$ cat config.mk
export PLATFORM = sky130hd
export DESIGN_NAME = head_sram_rd_ctrl
export DESIGN_NICKNAME = d
export VERILOG_FILES = /design/src/rtl/head_pkg.sv /design/src/rtl/head_sram_rd_ctrl.sv
export SDC_FILE = /design/constraint.sdc
export NUM_CORES = 1
export LEC_CHECK = 0
export CORE_UTILIZATION = 55
export CTS_BUF_LIST = sky130_fd_sc_hd__clkbuf_8
export DETAILED_ROUTE_END_ITERATION = 12
export DONT_BUFFER_PORTS = 1
export GPL_TIMING_DRIVEN = 0
export HOLD_SLACK_MARGIN = 0.15
export PLACE_DENSITY = 0.8
export SLEW_MARGIN = 20
export SYNTH_ARGS = -nofsm -noshare
export SYNTH_HDL_FRONTEND = slang
export SYNTH_SLANG_ARGS = --single-unit
$ cat constraint.sdc
create_clock -name clk -period 2.38 [get_ports clk]
set_input_delay 0.238 -clock clk [delete_from_list [all_inputs] [get_ports clk]]
set_output_delay 0.238 -clock clk [all_outputs]
set_load 0.01 [all_outputs]
$ cat src/rtl/head_pkg.sv
/*
 * shared sizes, control state encoding and bundled signal types of the head tile
 * imported by every module that handles rows, bus writes or the control state
 */
package head_pkg;

    localparam int lane_num        = 4;
    localparam int idata_width     = 8;
    localparam int row_width       = lane_num * idata_width;  // 32
    localparam int sram_depth      = 64;
    localparam int row_addr_width  = 6;
    localparam int lane_addr_width = 2;
    localparam int elem_addr_width = row_addr_width + lane_addr_width;
    localparam int row_cnt_width   = 7;  // counts up to a full sram
    localparam int axil_addr_width = 8;

    localparam logic [1:0] axil_resp_okay = 2'b00;

    typedef logic [row_width-1:0] row_t;

    // idle must stay the zero encoding, reset relies on it
    typedef enum logic [3:0] {
        idle   = 4'd0,
        q_gen  = 4'd1,
        k_gen  = 4'd2,
        v_gen  = 4'd3,
        att_qk = 4'd4,
        att_pv = 4'd5,
        proj   = 4'd6,
        ffn0   = 4'd7,
        ffn1   = 4'd8
    } control_state_t;

    typedef struct packed {
        control_state_t state;
        logic           update;
        logic           start;
    } op_ctrl_t;

    typedef struct packed {
        logic [row_addr_width-1:0] base_row;
        logic [row_cnt_width-1:0]  row_cnt;
    } rd_cfg_t;

    typedef struct packed {
        logic                       wen;
        logic                       hs_bias;  // selects the head sram
        logic [elem_addr_width-1:0] addr;     // row and lane
        logic [idata_width-1:0]     data;
    } gbus_wr_t;

    typedef struct packed {
        row_t data;
        logic vld;
    } sram_rd_t;

endpackage

$ cat src/rtl/head_sram_rd_ctrl.sv
/*
 * walks the configured row range of the head sram, one read per cycle
 * done pulses the cycle after the last read, or right after start for a zero count
 */
`timescale 1ns/1ps

module head_sram_rd_ctrl (
    input  logic                                clk,
    input  logic                                rst_n,
    input  logic                                start,
    input  head_pkg::rd_cfg_t                   rd_cfg,
    output logic                                rd_en,
    output logic [head_pkg::row_addr_width-1:0] rd_addr,
    output logic                                done
);

    import head_pkg::*;

    logic [row_cnt_width-1:0] remain;  // reads left after the current one

    always_ff @(posedge clk or negedge rst_n) begin
        if (!rst_n) begin
            rd_en   <= 1'b0;
            rd_addr <= '0;
            remain  <= '0;
            done    <= 1'b0;
        end else begin
            done <= 1'b0;
            if (rd_en) begin
                // busy, a new start is dropped
                if (remain == '0) begin
                    rd_en <= 1'b0;
                    done  <= 1'b1;
                end else begin
                    rd_addr <= rd_addr + 1'b1;
                    remain  <= remain - 1'b1;
                end
            end else if (start) begin
                if (rd_cfg.row_cnt == '0) begin
                    done <= 1'b1;  // nothing to read
                end else begin
                    rd_en   <= 1'b1;
                    rd_addr <= rd_cfg.base_row;
                    remain  <= rd_cfg.row_cnt - 1'b1;
                end
            end
        end
    end

endmodule

# Yosys cells after proc, flatten, opt, wreduce, memory -nomap -nowiden
# Index checks and enable logic that the tools add are counted.
word_totals:
  inputBits: 16
  register_bits: 15
  elab_cells: 29
  output_inout_bits: 8
classes:
  n_eq_ne: 2
  n_addsub: 3
  reduce_logical: 4
  n_mux: 16
op_table:
  columns: ["operator", "count"]
  rows:
  - ["7-bit two-way mux", 4]
  - ["6-bit two-way mux", 4]
  - ["7-bit logical NOT", 2]
  - ["7-bit by 1-bit subtractor with 7-bit output (second input constant)", 2]
  - ["1-bit two-way mux", 8]
  - ["6-bit by 1-bit adder with 6-bit output (second input constant)", 1]
  - ["2-bit inequality test (second input constant)", 2]
  - ["3-bit AND reduction", 1]
  - ["2-bit nonzero test", 1]

# Depth between registers and ports, before layout
# Gate-level depths: netlist (run 1).
depth:
  word_depth: 4
  depth_mapped: 9
  ltp_nobuf: 6

# Worst setup path after synthesis (run 1)
# Ideal clock, no wire load.
synth_path:
  path_type: "register to register"
  from: "register rd_en"
  to: "register remain[6]"
  path_stages_with_launch: 9
  required_ns: 2.311
  path_slack_ns: 0.121
  setup_time_ns: 0.069
  arrival_ns: 2.190
  cell_sequence: "dfrtp_1 > buf_6 > buf_2 > buf_2 > mux2i_1 > ha_1 > o221ai_1 > or4b_1 > nand3_1"
synth_via:
  elab_chain_cells: 2
  elab_cells_between_ends: 5
synth_lines:
  columns: ["item", "line", "rtl"]
  rows:
  - ["from (decl)", "head_sram_rd_ctrl.sv:12", "output logic rd_en,"]
  - ["from (signal assigned)", "head_sram_rd_ctrl.sv:23", "rd_en <= 1'b0;"]
  - ["from (signal assigned)", "head_sram_rd_ctrl.sv:32", "rd_en <= 1'b0;"]
  - ["from (signal assigned)", "head_sram_rd_ctrl.sv:42", "rd_en <= 1'b1;"]
  - ["2-bit inequality test (no line) or 2-bit nonzero test (tied branches)", null, null]
  - ["3-bit AND reduction (no line)", null, null]
  - ["to (signal assigned)", "head_sram_rd_ctrl.sv:36", "remain <= remain - 1'b1;"]
  - ["to (signal assigned)", "head_sram_rd_ctrl.sv:44", "remain <= rd_cfg.row_cnt - 1'b1;"]
  - ["to (decl)", "head_sram_rd_ctrl.sv:19", "logic [row_cnt_width-1:0] remain;"]
# Parallel ways exist; a longest one is shown, timed or not.
# A chain may end at the register's enable or synchronous reset.

# Final worst setup path (run 1)
# Ends and elaborated chain as after synthesis.

==> results of run 1 <==
sequential cells by signal, indices dropped and copies added (netlist names):
| register | flops |
|---|---|
| done | 1 |
| rd_en | 1 |
| rd_addr | 6 |
| remain | 7 |
through the flow:
stage / TNS (ns) / hold WS (ns) / instance area, µm² / instances / total power [µW]
CTS: 0 / 0.151 / 1160 / 145 / 1350
detailed placement: -0.179 / -0.0573 / 1050 / 135 / 1120
finish: 0 / 0.159 / 1170 / 145 / 1360
global route: 0 / 0.151 / 1170 / 145 / 1470
floorplan: 0 / -0.0576 / 1010 / 110 / 994
global placement: -0.185 / -0.0573 / 1050 / 135 / 1090
cell usage after synthesis (3+ instances only):
| master | number |
|---|---|
| nand3_1 | 9 |
| nand2_1 | 17 |
| or4b_1 | 5 |
| inv_1 | 3 |
| nor3b_1 | 3 |
| dfrtp_1 | 15 |
| nor2_1 | 4 |
| buf_2 | 3 |
| mux2i_1 | 5 |
| nor4_1 | 4 |
| o21ai_0 | 4 |
| a31oi_1 | 4 |
| a32oi_1 | 3 |
metal layers:
metal / wire length [µm] / GRT usage / part of all wire
met5: 0 / 0 / 0
met4: 23 / 0.109 / 0.0099
met3: 125 / 0.0720 / 0.054
met2: 1190 / 0.423 / 0.51
met1: 986 / 0.319 / 0.42
critical path: cells and delay by family (launching register included):
| kind | cells | cell delay (ns) |
|---|---|---|
| flip-flops | 1 | 0.47 |
| adder cells (fa/ha/maj) | 1 | 0.25 |
| buffers and inverters | 3 | 0.56 |
| AO/OA/AOI/OAI | 1 | 0.13 |
| multiplexers | 1 | 0.22 |
| AND/OR/NAND/NOR | 2 | 0.56 |
area by class of cell:
type,instances,area share
multi-input combinational,88,0.524
sequential,15,0.323
timing repair buffer,6,0.0515
clock buffer,3,0.0354
buffer,4,0.0268
tap,25,0.0268
inverter,3,0.00966
clock inverter,1,0.00322
cells by family after synthesis:
group	count (synthesis)	share of synthesized area
multiplexers	5	0.0493
buffers and inverters	7	0.0370
adder cells (fa/ha/maj)	2	0.0247
AND/OR/NAND/NOR	58	0.358
XOR/XNOR	3	0.0259
flip-flops	15	0.370
AO/OA/AOI/OAI	20	0.136
worst paths after layout:
kind                       slack, ns                   from                endpoint
max                             0.12        rd_en$_DFF_PN0_   remain[6]$_DFFE_PN0P_
min                             0.16              rd_cfg[5]   remain[5]$_DFFE_PN0P_
max reg2reg                     0.12        rd_en$_DFF_PN0_   remain[6]$_DFFE_PN0P_
min reg2reg                     0.56  remain[0]$_DFFE_PN0P_   remain[0]$_DFFE_PN0P_
max in group asynchronous       1.43                  rst_n         rd_en$_DFF_PN0_
min in group asynchronous       0.47                  rst_n  rd_addr[2]$_DFFE_PN0P_
repair_timing:
item | 4_1_cts | 5_1_grt
hold buffers | 6 | 0
buffers inserted | 0 | 0
resized for setup | 4 | 1
hold endpoints to repair | 20 | 0
pin swaps | 0 | 0
endpoints found under the setup margin | 1 | 1
power by group:
group	internal, µW	leakage, µW	total (µW)	switching [µW]
combinational	287	0.000293	584	297
clock	114	0.0000269	202	87.4
sequential	381	0.000179	571	191
==> impl_results.md, run 1 <==
* Slew HR at 0.544
* Total track usage at 0.259
* Synth top area cells: dfrtp_1 (37%), nand2_1 (6.3%), mux2i_1 (4.9%)
* Core ar. at 1730 µm²
* # fillers at between 100 and 150
* Deepest clock path buffer count at 2
* Fmax at about 0.44 GHz
* Clk root buf: clkbuf_8
* Fin. Hold Viols at 0
* Crit path DAT at between 2 and 2.5 ns
* Post-layout util at 0.675
* Gpl congestion at just over 0.9
* Maxcap violations at 0
* Tcrit/Tclk final at 0.949
* RSZ-0062 raised after global routing: no
* Die height at between 40 and 50 µm
* Post-synth top area share at 0.370
* Setup WS post-layout at ~0.12 ns
* Crit path capture type: register
* CTS H-Tree Depth at 1
* Leak at 0.000499 µW
* DRC Markers at 0
* Max Transition Viols Final at 0
* Share of cells above drive strength 1 at 0.142
* R2R depth at 8
* Worst hold path cell count at 2
* Num ports at 24
* DR vias/cell at roughly 6.3
* Nets at 139
* PortBufs at 0
* Ys Warns at 0
* Syn-to-layout area delta at 14.9%
* CP max stage delay at ~0.47 ns
* Most common cell after layout, fill and taps aside: nand2_1
* Most used cell, CP: buf_4
* Skew final at ~0.0027 ns
* Most frequent cells in the layout: nand2_1 (17), dfrtp_1 (14), nand3_1 (9), dlygate4sd3_1 (6)
* CP max-delay cell: dfrtp_2
* Status: finished, final reports clean
* Die area at approximately 2000 µm²
* Ant diodes at 0
* DR iter-0 viols at 22
* Multi-input gate area at 611 µm²
* Worst-case vdd ir drop at 678 µV
* CTS tree: built
* Starting density of the core at 0.588
* Power density cells at 1160 nW/µm²
* Die W at ~45 µm
* Syn Inst Count at 110
* Vias in the first global route at roughly 840
* Mapped Nets at approximately 130
* Largest net degree at the start of global routing at 16
* Max FO, Critical Path at 10
* Core Rows at 15
* First-pass GRT wire length at ~3800 µm
* Count of flip-flops with a built-in enable after synthesis at 0
* Hpwl dp at roughly 1600 µm
* Crit path cell chain: buf_6, buf_4, buf_4, mux2i_1, ha_2, o221ai_2, or4b_1, nand3_1
* Asr flop ratio synth at 1.00
* GRT Residual Overflow at 0
* Post-synthesis sequential area ratio at 0.370
* Min-Delay Path Class: in2reg
* Reg clk slew, reported paths at 0.06 ns
* Setup crit start kind: register
* Required time of the critical path at ~2.6 ns
* Clock period minus worst slack at 2.26 ns
* Area occupied by registers at between 300 and 400 µm²
* Netlist Area Pre-Place at 1010 µm²
* Detailed-route via count at between 900 and 1000
* Post-synth top flop: dfrtp_1
* Synthesized area per cell at 9.22 µm²
* Dpl ws at -0.179 ns
* Total Wirelength at between 2000 and 2500 µm
* Antenna viol nets, final at 0
* Synthesis-stage register bit count at 15
* Antenna violations before repair at 0
* Worst-Margin Slew at about 0.68 ns
* Average wire per standard cell at around 16 µm
* Finish-stage setup viols at 0
* CTS Sinks at 15
* Total CTS buffers at 3
* Latest clock arrival within the worst-skew pair at approximately 0.25 ns
* Post-synth cell types at 37
* Yosys top cell by area: dfrtp_1
* Detailed Routing Iterations Pass 1 at 4
* Worst setup path class: reg2reg
(Power assumes the default switching activity.)
==> run 2: changes to the inputs <==
--- a/config.mk
+++ b/config.mk
@@ -7,2 +7,3 @@
 export LEC_CHECK = 0
+export BUFFER_PORTS_ARGS = -buffer_cell sky130_fd_sc_hd__buf_2
 export CORE_UTILIZATION = 55
@@ -10,6 +11,5 @@
 export DETAILED_ROUTE_END_ITERATION = 12
-export DONT_BUFFER_PORTS = 1
 export GPL_TIMING_DRIVEN = 0
 export HOLD_SLACK_MARGIN = 0.15
-export PLACE_DENSITY = 0.8
+export PLACE_DENSITY = 0.91
 export SLEW_MARGIN = 20
==> constraint.sdc (replaced) <==
create_clock -name clk -period 2.38 [get_ports clk]
set_input_delay 0.119 -clock clk [delete_from_list [all_inputs] [get_ports clk]]
set_output_delay 0.119 -clock clk [all_outputs]
set_load 0.01 [all_outputs]
==> run 2 against run 1 <==
Sequential cell count is the same. Critical path depth is the same. Worst setup slack gained 0.0032 ns. Critical path type unchanged.
==> impl_results.md, run 2 (same netlist as run 1, synthesis figures left out) <==
* Reg with most FFs: remain
* Int Power at 831 µW (+6.2%)
* Vias in the first global route at 988 (+17%)
* Dpl ws at -0.169 ns (+0.00961 ns)
* PortBufs at 23 (+23)
* Top Registers: remain (7), rd_addr (6)
* Nets at 162 (+17%)
* Deepest clock path buffer count at 2 (unchanged)
* R2R Path Start: rd_en$_DFF_PN0_
* Tcrit/Tclk final at 0.947 (-0.00136)
* Area occupied by registers at 377 µm² (unchanged)
* Combinational share of power at 0.483 (+0.053)
* Detailed Routing Iterations Pass 1 at 4 (unchanged)
* Status: finished, final reports clean
* Detailed-route via count at 1037 (+14%)
* Setup crit start kind: register
* Die W at 45.0 µm (unchanged)
* Latest clock arrival within the worst-skew pair at 0.25 ns (about the same)
* Max Transition Viols Final at 0 (unchanged)
* Maxcap violations at 0 (unchanged)
* Share of cells above drive strength 1 at 0.287 (+0.145)
* Worst-Margin Slew at 0.385 ns (-0.298 ns)
* CP max stage delay at 0.48 ns (about the same)
* Fmax at 0.444 GHz (+0.14%)
* Net Sw Frac at 0.427 (+0.00293)
* Starting density of the core at 0.588 (unchanged)
* Antenna violations before repair at 0 (unchanged)
* Syn-to-layout area delta at 26.4%
* Postcts setup bufs at 0 (unchanged)
* Required time of the critical path at 2.57 ns (about the same)
* Crit path capture type: register
* Ant diodes at 0 (unchanged)
* Largest net degree at the start of global routing at 16 (unchanged)
* Core ar. at 1730 µm² (unchanged)
* Min-Delay Path Class: in2reg
* Max FO, Critical Path at 10 (unchanged)
* CP max-delay cell: or4b_1
* DR vias/cell at 6.17 (-1.3%)
* Fin. Hold Viols at 0 (unchanged)
* Power density cells at 1130 nW/µm² (-2.9%)
* CTS tree: built
* Num ports at 24 (unchanged)
* Total track usage at 0.294 (+0.0351)
* Hold slack at 0.166 ns (+0.00739 ns)
* Finish-stage setup viols at 0 (unchanged)
* Gpl congestion at 0.887 (-2.7%)
* Multi-input gate area at 611 µm² (unchanged)
* DR iter-0 viols at 35 (+59%)
* Crit path DAT at 2.45 ns (about the same)
* Total Wirelength at 2570 µm (+11%)
* Max reg flops at 7 (unchanged)
* Part of the power in registers at 0.374 (-0.047)
* Slew HR at 0.741 (+0.197)
* Clk root buf: clkbuf_8
* Worst setup path class: reg2reg
* CTS Sinks at 15 (unchanged)
* GRT Residual Overflow at 0 (unchanged)
* CTS H-Tree Depth at 1 (unchanged)
* Antenna viol nets, final at 0 (unchanged)
* R2R Setup Slk at 0.13 ns (about the same)
* HP Start: rd_cfg[7]
* Die height at 45.0 µm (unchanged)
* Most frequent cells in the layout: buf_2 (24), nand2_1 (17), dfrtp_1 (14), nand3_1 (9), dlygate4sd3_1 (6)
* Total CTS buffers at 3 (unchanged)
* Most common cell after layout, fill and taps aside: buf_2
* Reg clk slew, reported paths at 0.06 ns (about the same)
* Worst-case vdd ir drop at 643 µV (-5.1%)
* Hpwl dp at 1810 µm (+12%)
* Clock period minus worst slack at 2.25 ns (-0.00324 ns)
* CP startpoint: rd_en$_DFF_PN0_
* Skew final at 0.00799 ns (+0.00527 ns)
* Clock power share at 0.144 (-0.005)
* Average wire per standard cell at 15.3 µm (-4.4%)
* RSZ-0062 raised after global routing: no
* Die area at 2020 µm² (unchanged)
* # fillers at 138 (-2.1%)
* Leak at 0.000590 µW (+18%)
* Switching power at 619 µW (+7.5%)
* Core Rows at 15 (unchanged)
* DRC Markers at 0 (unchanged)
* Setup WS post-layout at 0.126 ns (+0.00324 ns)
* Crit path cell chain: buf_6, clkbuf_4, buf_4, mux2i_1, ha_2, o221ai_2, or4b_1, nand3_1
* First-pass GRT wire length at 4220 µm (+11%)
run 2: changes by cell type in the layout (fill, tap and decap cells not counted), sizes merged:
cell    before  now
clkinv       0    1
clkbuf       3    4
inv          4    3
buf          4   26
run 2: per-layer routing:
layer / vias up / track usage / share of wire / wire [µm]
met4: 0 / 0.158 / 0.024 / 63
li1: 480 / - / - / -
met1: 468 / 0.344 / 0.36 / 930
met3: 15 / 0.116 / 0.10 / 259
met2: 74 / 0.461 / 0.51 / 1320
met5: - / 0 / 0 / 0
run 2: final timing paths:
path,cells after the start,endpoint
worst max-delay path,8,remain[6]$_DFFE_PN0P_
worst min-delay path,3,rd_addr[0]$_DFFE_PN0P_
min in group asynchronous,2,remain[6]$_DFFE_PN0P_
max in group asynchronous,2,rd_en$_DFF_PN0_
worst max register to register,8,remain[6]$_DFFE_PN0P_
worst min register to register,2,rd_addr[5]$_DFFE_PN0P_
run 2: final cells by class:
type,count,share of cell area
Clock inverter,1,0.00390
Inverter,3,0.00878
Clock buffer,3,0.0322
Buffer,4,0.0244
Tap cell,25,0.0244
Multi-Input combinational cell,88,0.476
Sequential cell,15,0.294
Timing Repair Buffer,29,0.137
run 2: power by group through the flow:
stage | combinational, µW | sequential, µW | clock [µW]
floorplan | 461 | 532 | 0
global placement | 627 | 527 | 0
detailed placement | 667 | 538 | 0
CTS | 689 | 534 | 210
global route | 790 | 556 | 225
finish | 700 | 542 | 208
run 2: per-stage QoR:
step                      setup TNS [ns]   util  total power, µW  cells  instance area [µm²]
after floorplan                        0      -              994    110                 1010
after global placement            -0.100  0.672             1150    158                 1160
after detailed placement          -0.169  0.672             1200    158                 1160
after CTS                              0  0.740             1430    168                 1280
after global routing                   0  0.743             1570    168                 1280
final                                  0  0.743             1450    168                 1280
run 2: critical path: cells and delay by family, from the launching register on:
| kind | cells | cell delay, ns |
|---|---|---|
| buffers and inverters | 3 | 0.59 |
| and+or+nand+nor | 2 | 0.57 |
| DFF | 1 | 0.43 |
| adders and majority gates | 1 | 0.25 |
| muxes | 1 | 0.22 |
| AOI/OAI and AO/OA | 1 | 0.14 |
run 2: what timing repair did:
item	in CTS	in global routing
endpoints found under the hold margin	20	0
hold buffers	6	0
setup endpoints to repair	1	1
resized for setup	3	2
cloned	0	0
==> run 3: changes to the inputs <==
- CELL_PAD_IN_SITES_DETAIL_PLACEMENT: default -> 0
- CELL_PAD_IN_SITES_GLOBAL_PLACEMENT: default -> 1
- CORE_UTILIZATION: 55 -> 39
- CTS_BUF_LIST: sky130_fd_sc_hd__clkbuf_8 -> default
- PLACE_DENSITY: 0.91 -> 0.88
==> run 3 against run 2 <==
Die area is 39% higher. Critical endpoint unchanged. Largest power group unchanged. Largest cell class unchanged. Clock skew is essentially flat. Critical path depth unchanged. Core utilization shrank 21 points. Hold slack gained 0.023 ns.
==> impl_results.md, run 3 (same netlist as run 1, synthesis figures left out) <==
* Status: finished, final reports clean
* Highest Signal Layer: met4
* # fillers at 245 (+78%)
* Multi-input gate area at 611 µm² (unchanged)
* Most frequent cells in the layout: buf_2 (24), nand2_1 (17), dfrtp_1 (14), dlygate4sd3_1 (10), nand3_1 (9)
* Most used cell, CP: buf_4
* Maxcap violations at 0 (unchanged)
* Setup TNS at 0 ns (unchanged)
* Worst-Margin Slew at 0.392 ns (+0.00723 ns)
* Slew HR at 0.736 (-0.00487)
* Vias in the first global route at 863 (-13%)
* Area occupied by registers at 377 µm² (unchanged)
* Fin. Hold Viols at 0 (unchanged)
* Num ports at 24 (unchanged)
* Total CTS buffers at 3 (unchanged)
* Syn-to-layout area delta at 29.1%
* Gpl congestion at 0.855 (-3.7%)
* Die height at 53.0 µm (+18%)
* DR vias/cell at 5.51 (-11%)
* Latest clock arrival within the worst-skew pair at 0.28 ns (+0.03 ns)
* Wire length on met3 at 86 µm (-67%)
* Most common cell after layout, fill and taps aside: buf_2
* Detailed-route via count at 976 (-5.9%)
* RSZ-0062 raised after global routing: no
* Power density cells at 1040 nW/µm² (-7.6%)
* Largest net degree at the start of global routing at 16 (unchanged)
* Nets at 166 (+2.5%)
* Core Rows at 18 (+3)
* PortBufs at 23 (unchanged)
* Die area at 2810 µm² (+39%)
* Post-layout util at 0.529 (-0.214)
* Setup crit start kind: register
* Fin cells at 177 (+5.4%)
* Max Transition Viols Final at 0 (unchanged)
* Worst-case vdd ir drop at 766 µV (+19%)
* Share of cells above drive strength 1 at 0.279 (-0.00780)
* Antenna violations before repair at 0 (unchanged)
* Total Wirelength at 2500 µm (-2.7%)
* Average wire per standard cell at 14.1 µm (-7.7%)
* Required time of the critical path at 2.61 ns (+0.04 ns)
* CTS Sinks at 15 (unchanged)
* CP max-delay cell: or4b_1
* Min-Delay Path Class: in2reg
* Crit path DAT at 2.44 ns (about the same)
* CTS tree: built
* Max reg flops at 7 (unchanged)
* First-pass GRT wire length at 3880 µm (-7.9%)
* DR WL met2 at 1260 µm (-4.5%)
* DRC Markers at 0 (unchanged)
* DR iter-0 viols at 14 (-60%)
* Crit path capture type: register
* Total track usage at 0.193 (-0.102)
* CTS H-Tree Depth at 1 (unchanged)
* Inst Count DP at 163 (+3.2%)
* Reg with most FFs: remain
* Top Registers: remain (7), rd_addr (6)
* Ant diodes at 0 (unchanged)
* Die W at 53.0 µm (+18%)
* Finish-stage setup viols at 0 (unchanged)
* Reg clk slew, reported paths at 0.09 ns (+0.03 ns)
* Core ar. at 2480 µm² (+43%)
* CP top delay family: simple AND/OR/NAND/NOR gates
* WL met1 at 1150 µm (+23%)
* GRT Residual Overflow at 0 (unchanged)
* Clock period minus worst slack at 2.21 ns (-0.0454 ns)
* Tcrit/Tclk final at 0.928 (-0.0191)
* Worst setup path class: reg2reg
* Hpwl dp at 1780 µm (-1.5%)
* Max FO, Critical Path at 10 (unchanged)
* Leak at 0.000599 µW (+1.5%)
* Crit path cell chain: buf_6, buf_4, buf_4, mux2i_1, ha_2, o221ai_2, or4b_1, nand3_1
* Fmax at 0.453 GHz (+2.1%)
* CP Buf/Inv Count at 3 (unchanged)
* CP max stage delay at 0.48 ns (about the same)
* Starting density of the core at 0.410 (-0.178)
* Skew final at 0.00812 ns (+0.000132 ns)
* Deepest clock path buffer count at 2 (unchanged)
* Clk root buf: clkbuf_4
* Antenna viol nets, final at 0 (unchanged)
* Detailed Routing Iterations Pass 1 at 4 (unchanged)
-- run 3: changes by cell type in the layout (fill, tap and decap cells not counted), sizes merged --
cell / change
dlygate4sd3: +4
buf: +1
clkbuf: -1
-- run 3: where the power goes --
group / leakage (µW) / internal [µW] / switching [µW]
sequential: 0.000179 / 380 / 156
clock: 0.0000177 / 62.4 / 81.8
combinational: 0.000402 / 336 / 352
total: 0.000599 / 779 / 589
-- run 3: stage by stage --
stage / setup WS [ns] / total power, µW / hold slack, ns / instance area (µm²)
after floorplan: 0.121 / 994 / -0.177 / 1010
after global placement: -0.153 / 1170 / 0.0365 / 1170
after detailed placement: -0.170 / 1190 / 0.0411 / 1170
after CTS: 0.0326 / 1360 / 0.185 / 1300
after global routing: 0.0167 / 1480 / 0.182 / 1310
final: 0.171 / 1370 / 0.189 / 1310
-- run 3: final timing paths --
check / cells past startpoint / from / slack (ns) / endpoint
worst min-delay path: 3 / rd_cfg[3] / 0.19 / remain[3]$_DFFE_PN0P_
worst max register to register: 8 / rd_en$_DFF_PN0_ / 0.17 / remain[6]$_DFFE_PN0P_
min in group asynchronous: 2 / rst_n / 0.27 / rd_addr[4]$_DFFE_PN0P_
worst max-delay path: 8 / rd_en$_DFF_PN0_ / 0.17 / remain[6]$_DFFE_PN0P_
max in group asynchronous: 2 / rst_n / 1.83 / rd_en$_DFF_PN0_
worst min register to register: 2 / rd_addr[5]$_DFFE_PN0P_ / 0.54 / rd_addr[5]$_DFFE_PN0P_
-- run 3: final cells by class --
cell class | instances | share of cell area
buffer | 4 | 0.0239
clock buffer | 3 | 0.0172
clock inverter | 1 | 0.00382
inverter | 3 | 0.00860
multi-input combinational | 88 | 0.466
sequential | 15 | 0.287
tap | 30 | 0.0287
timing repair buffer | 33 | 0.164
-- run 3: what timing repair did --
item / 4_1_cts / 5_1_grt
hold buffers: 10 / 0
setup buffers: 0 / 0
endpoints found under the setup margin: 1 / 1
hold endpoints to repair: 24 / 0
resized for setup: 3 / 2
-- run 3: tightest hold or removal path, stage by stage --
cell,delay (ns)
buf_2,0.13
xnor2_1,0.12
a221oi_1,0.07
-- run 3: layer usage --
layer | vias to the layer above | track usage
met5 | - | 0
met4 | 0 | 0.0263
met2 | 18 | 0.319
li1 | 484 | -
met3 | 2 | 0.0517
met1 | 472 | 0.254
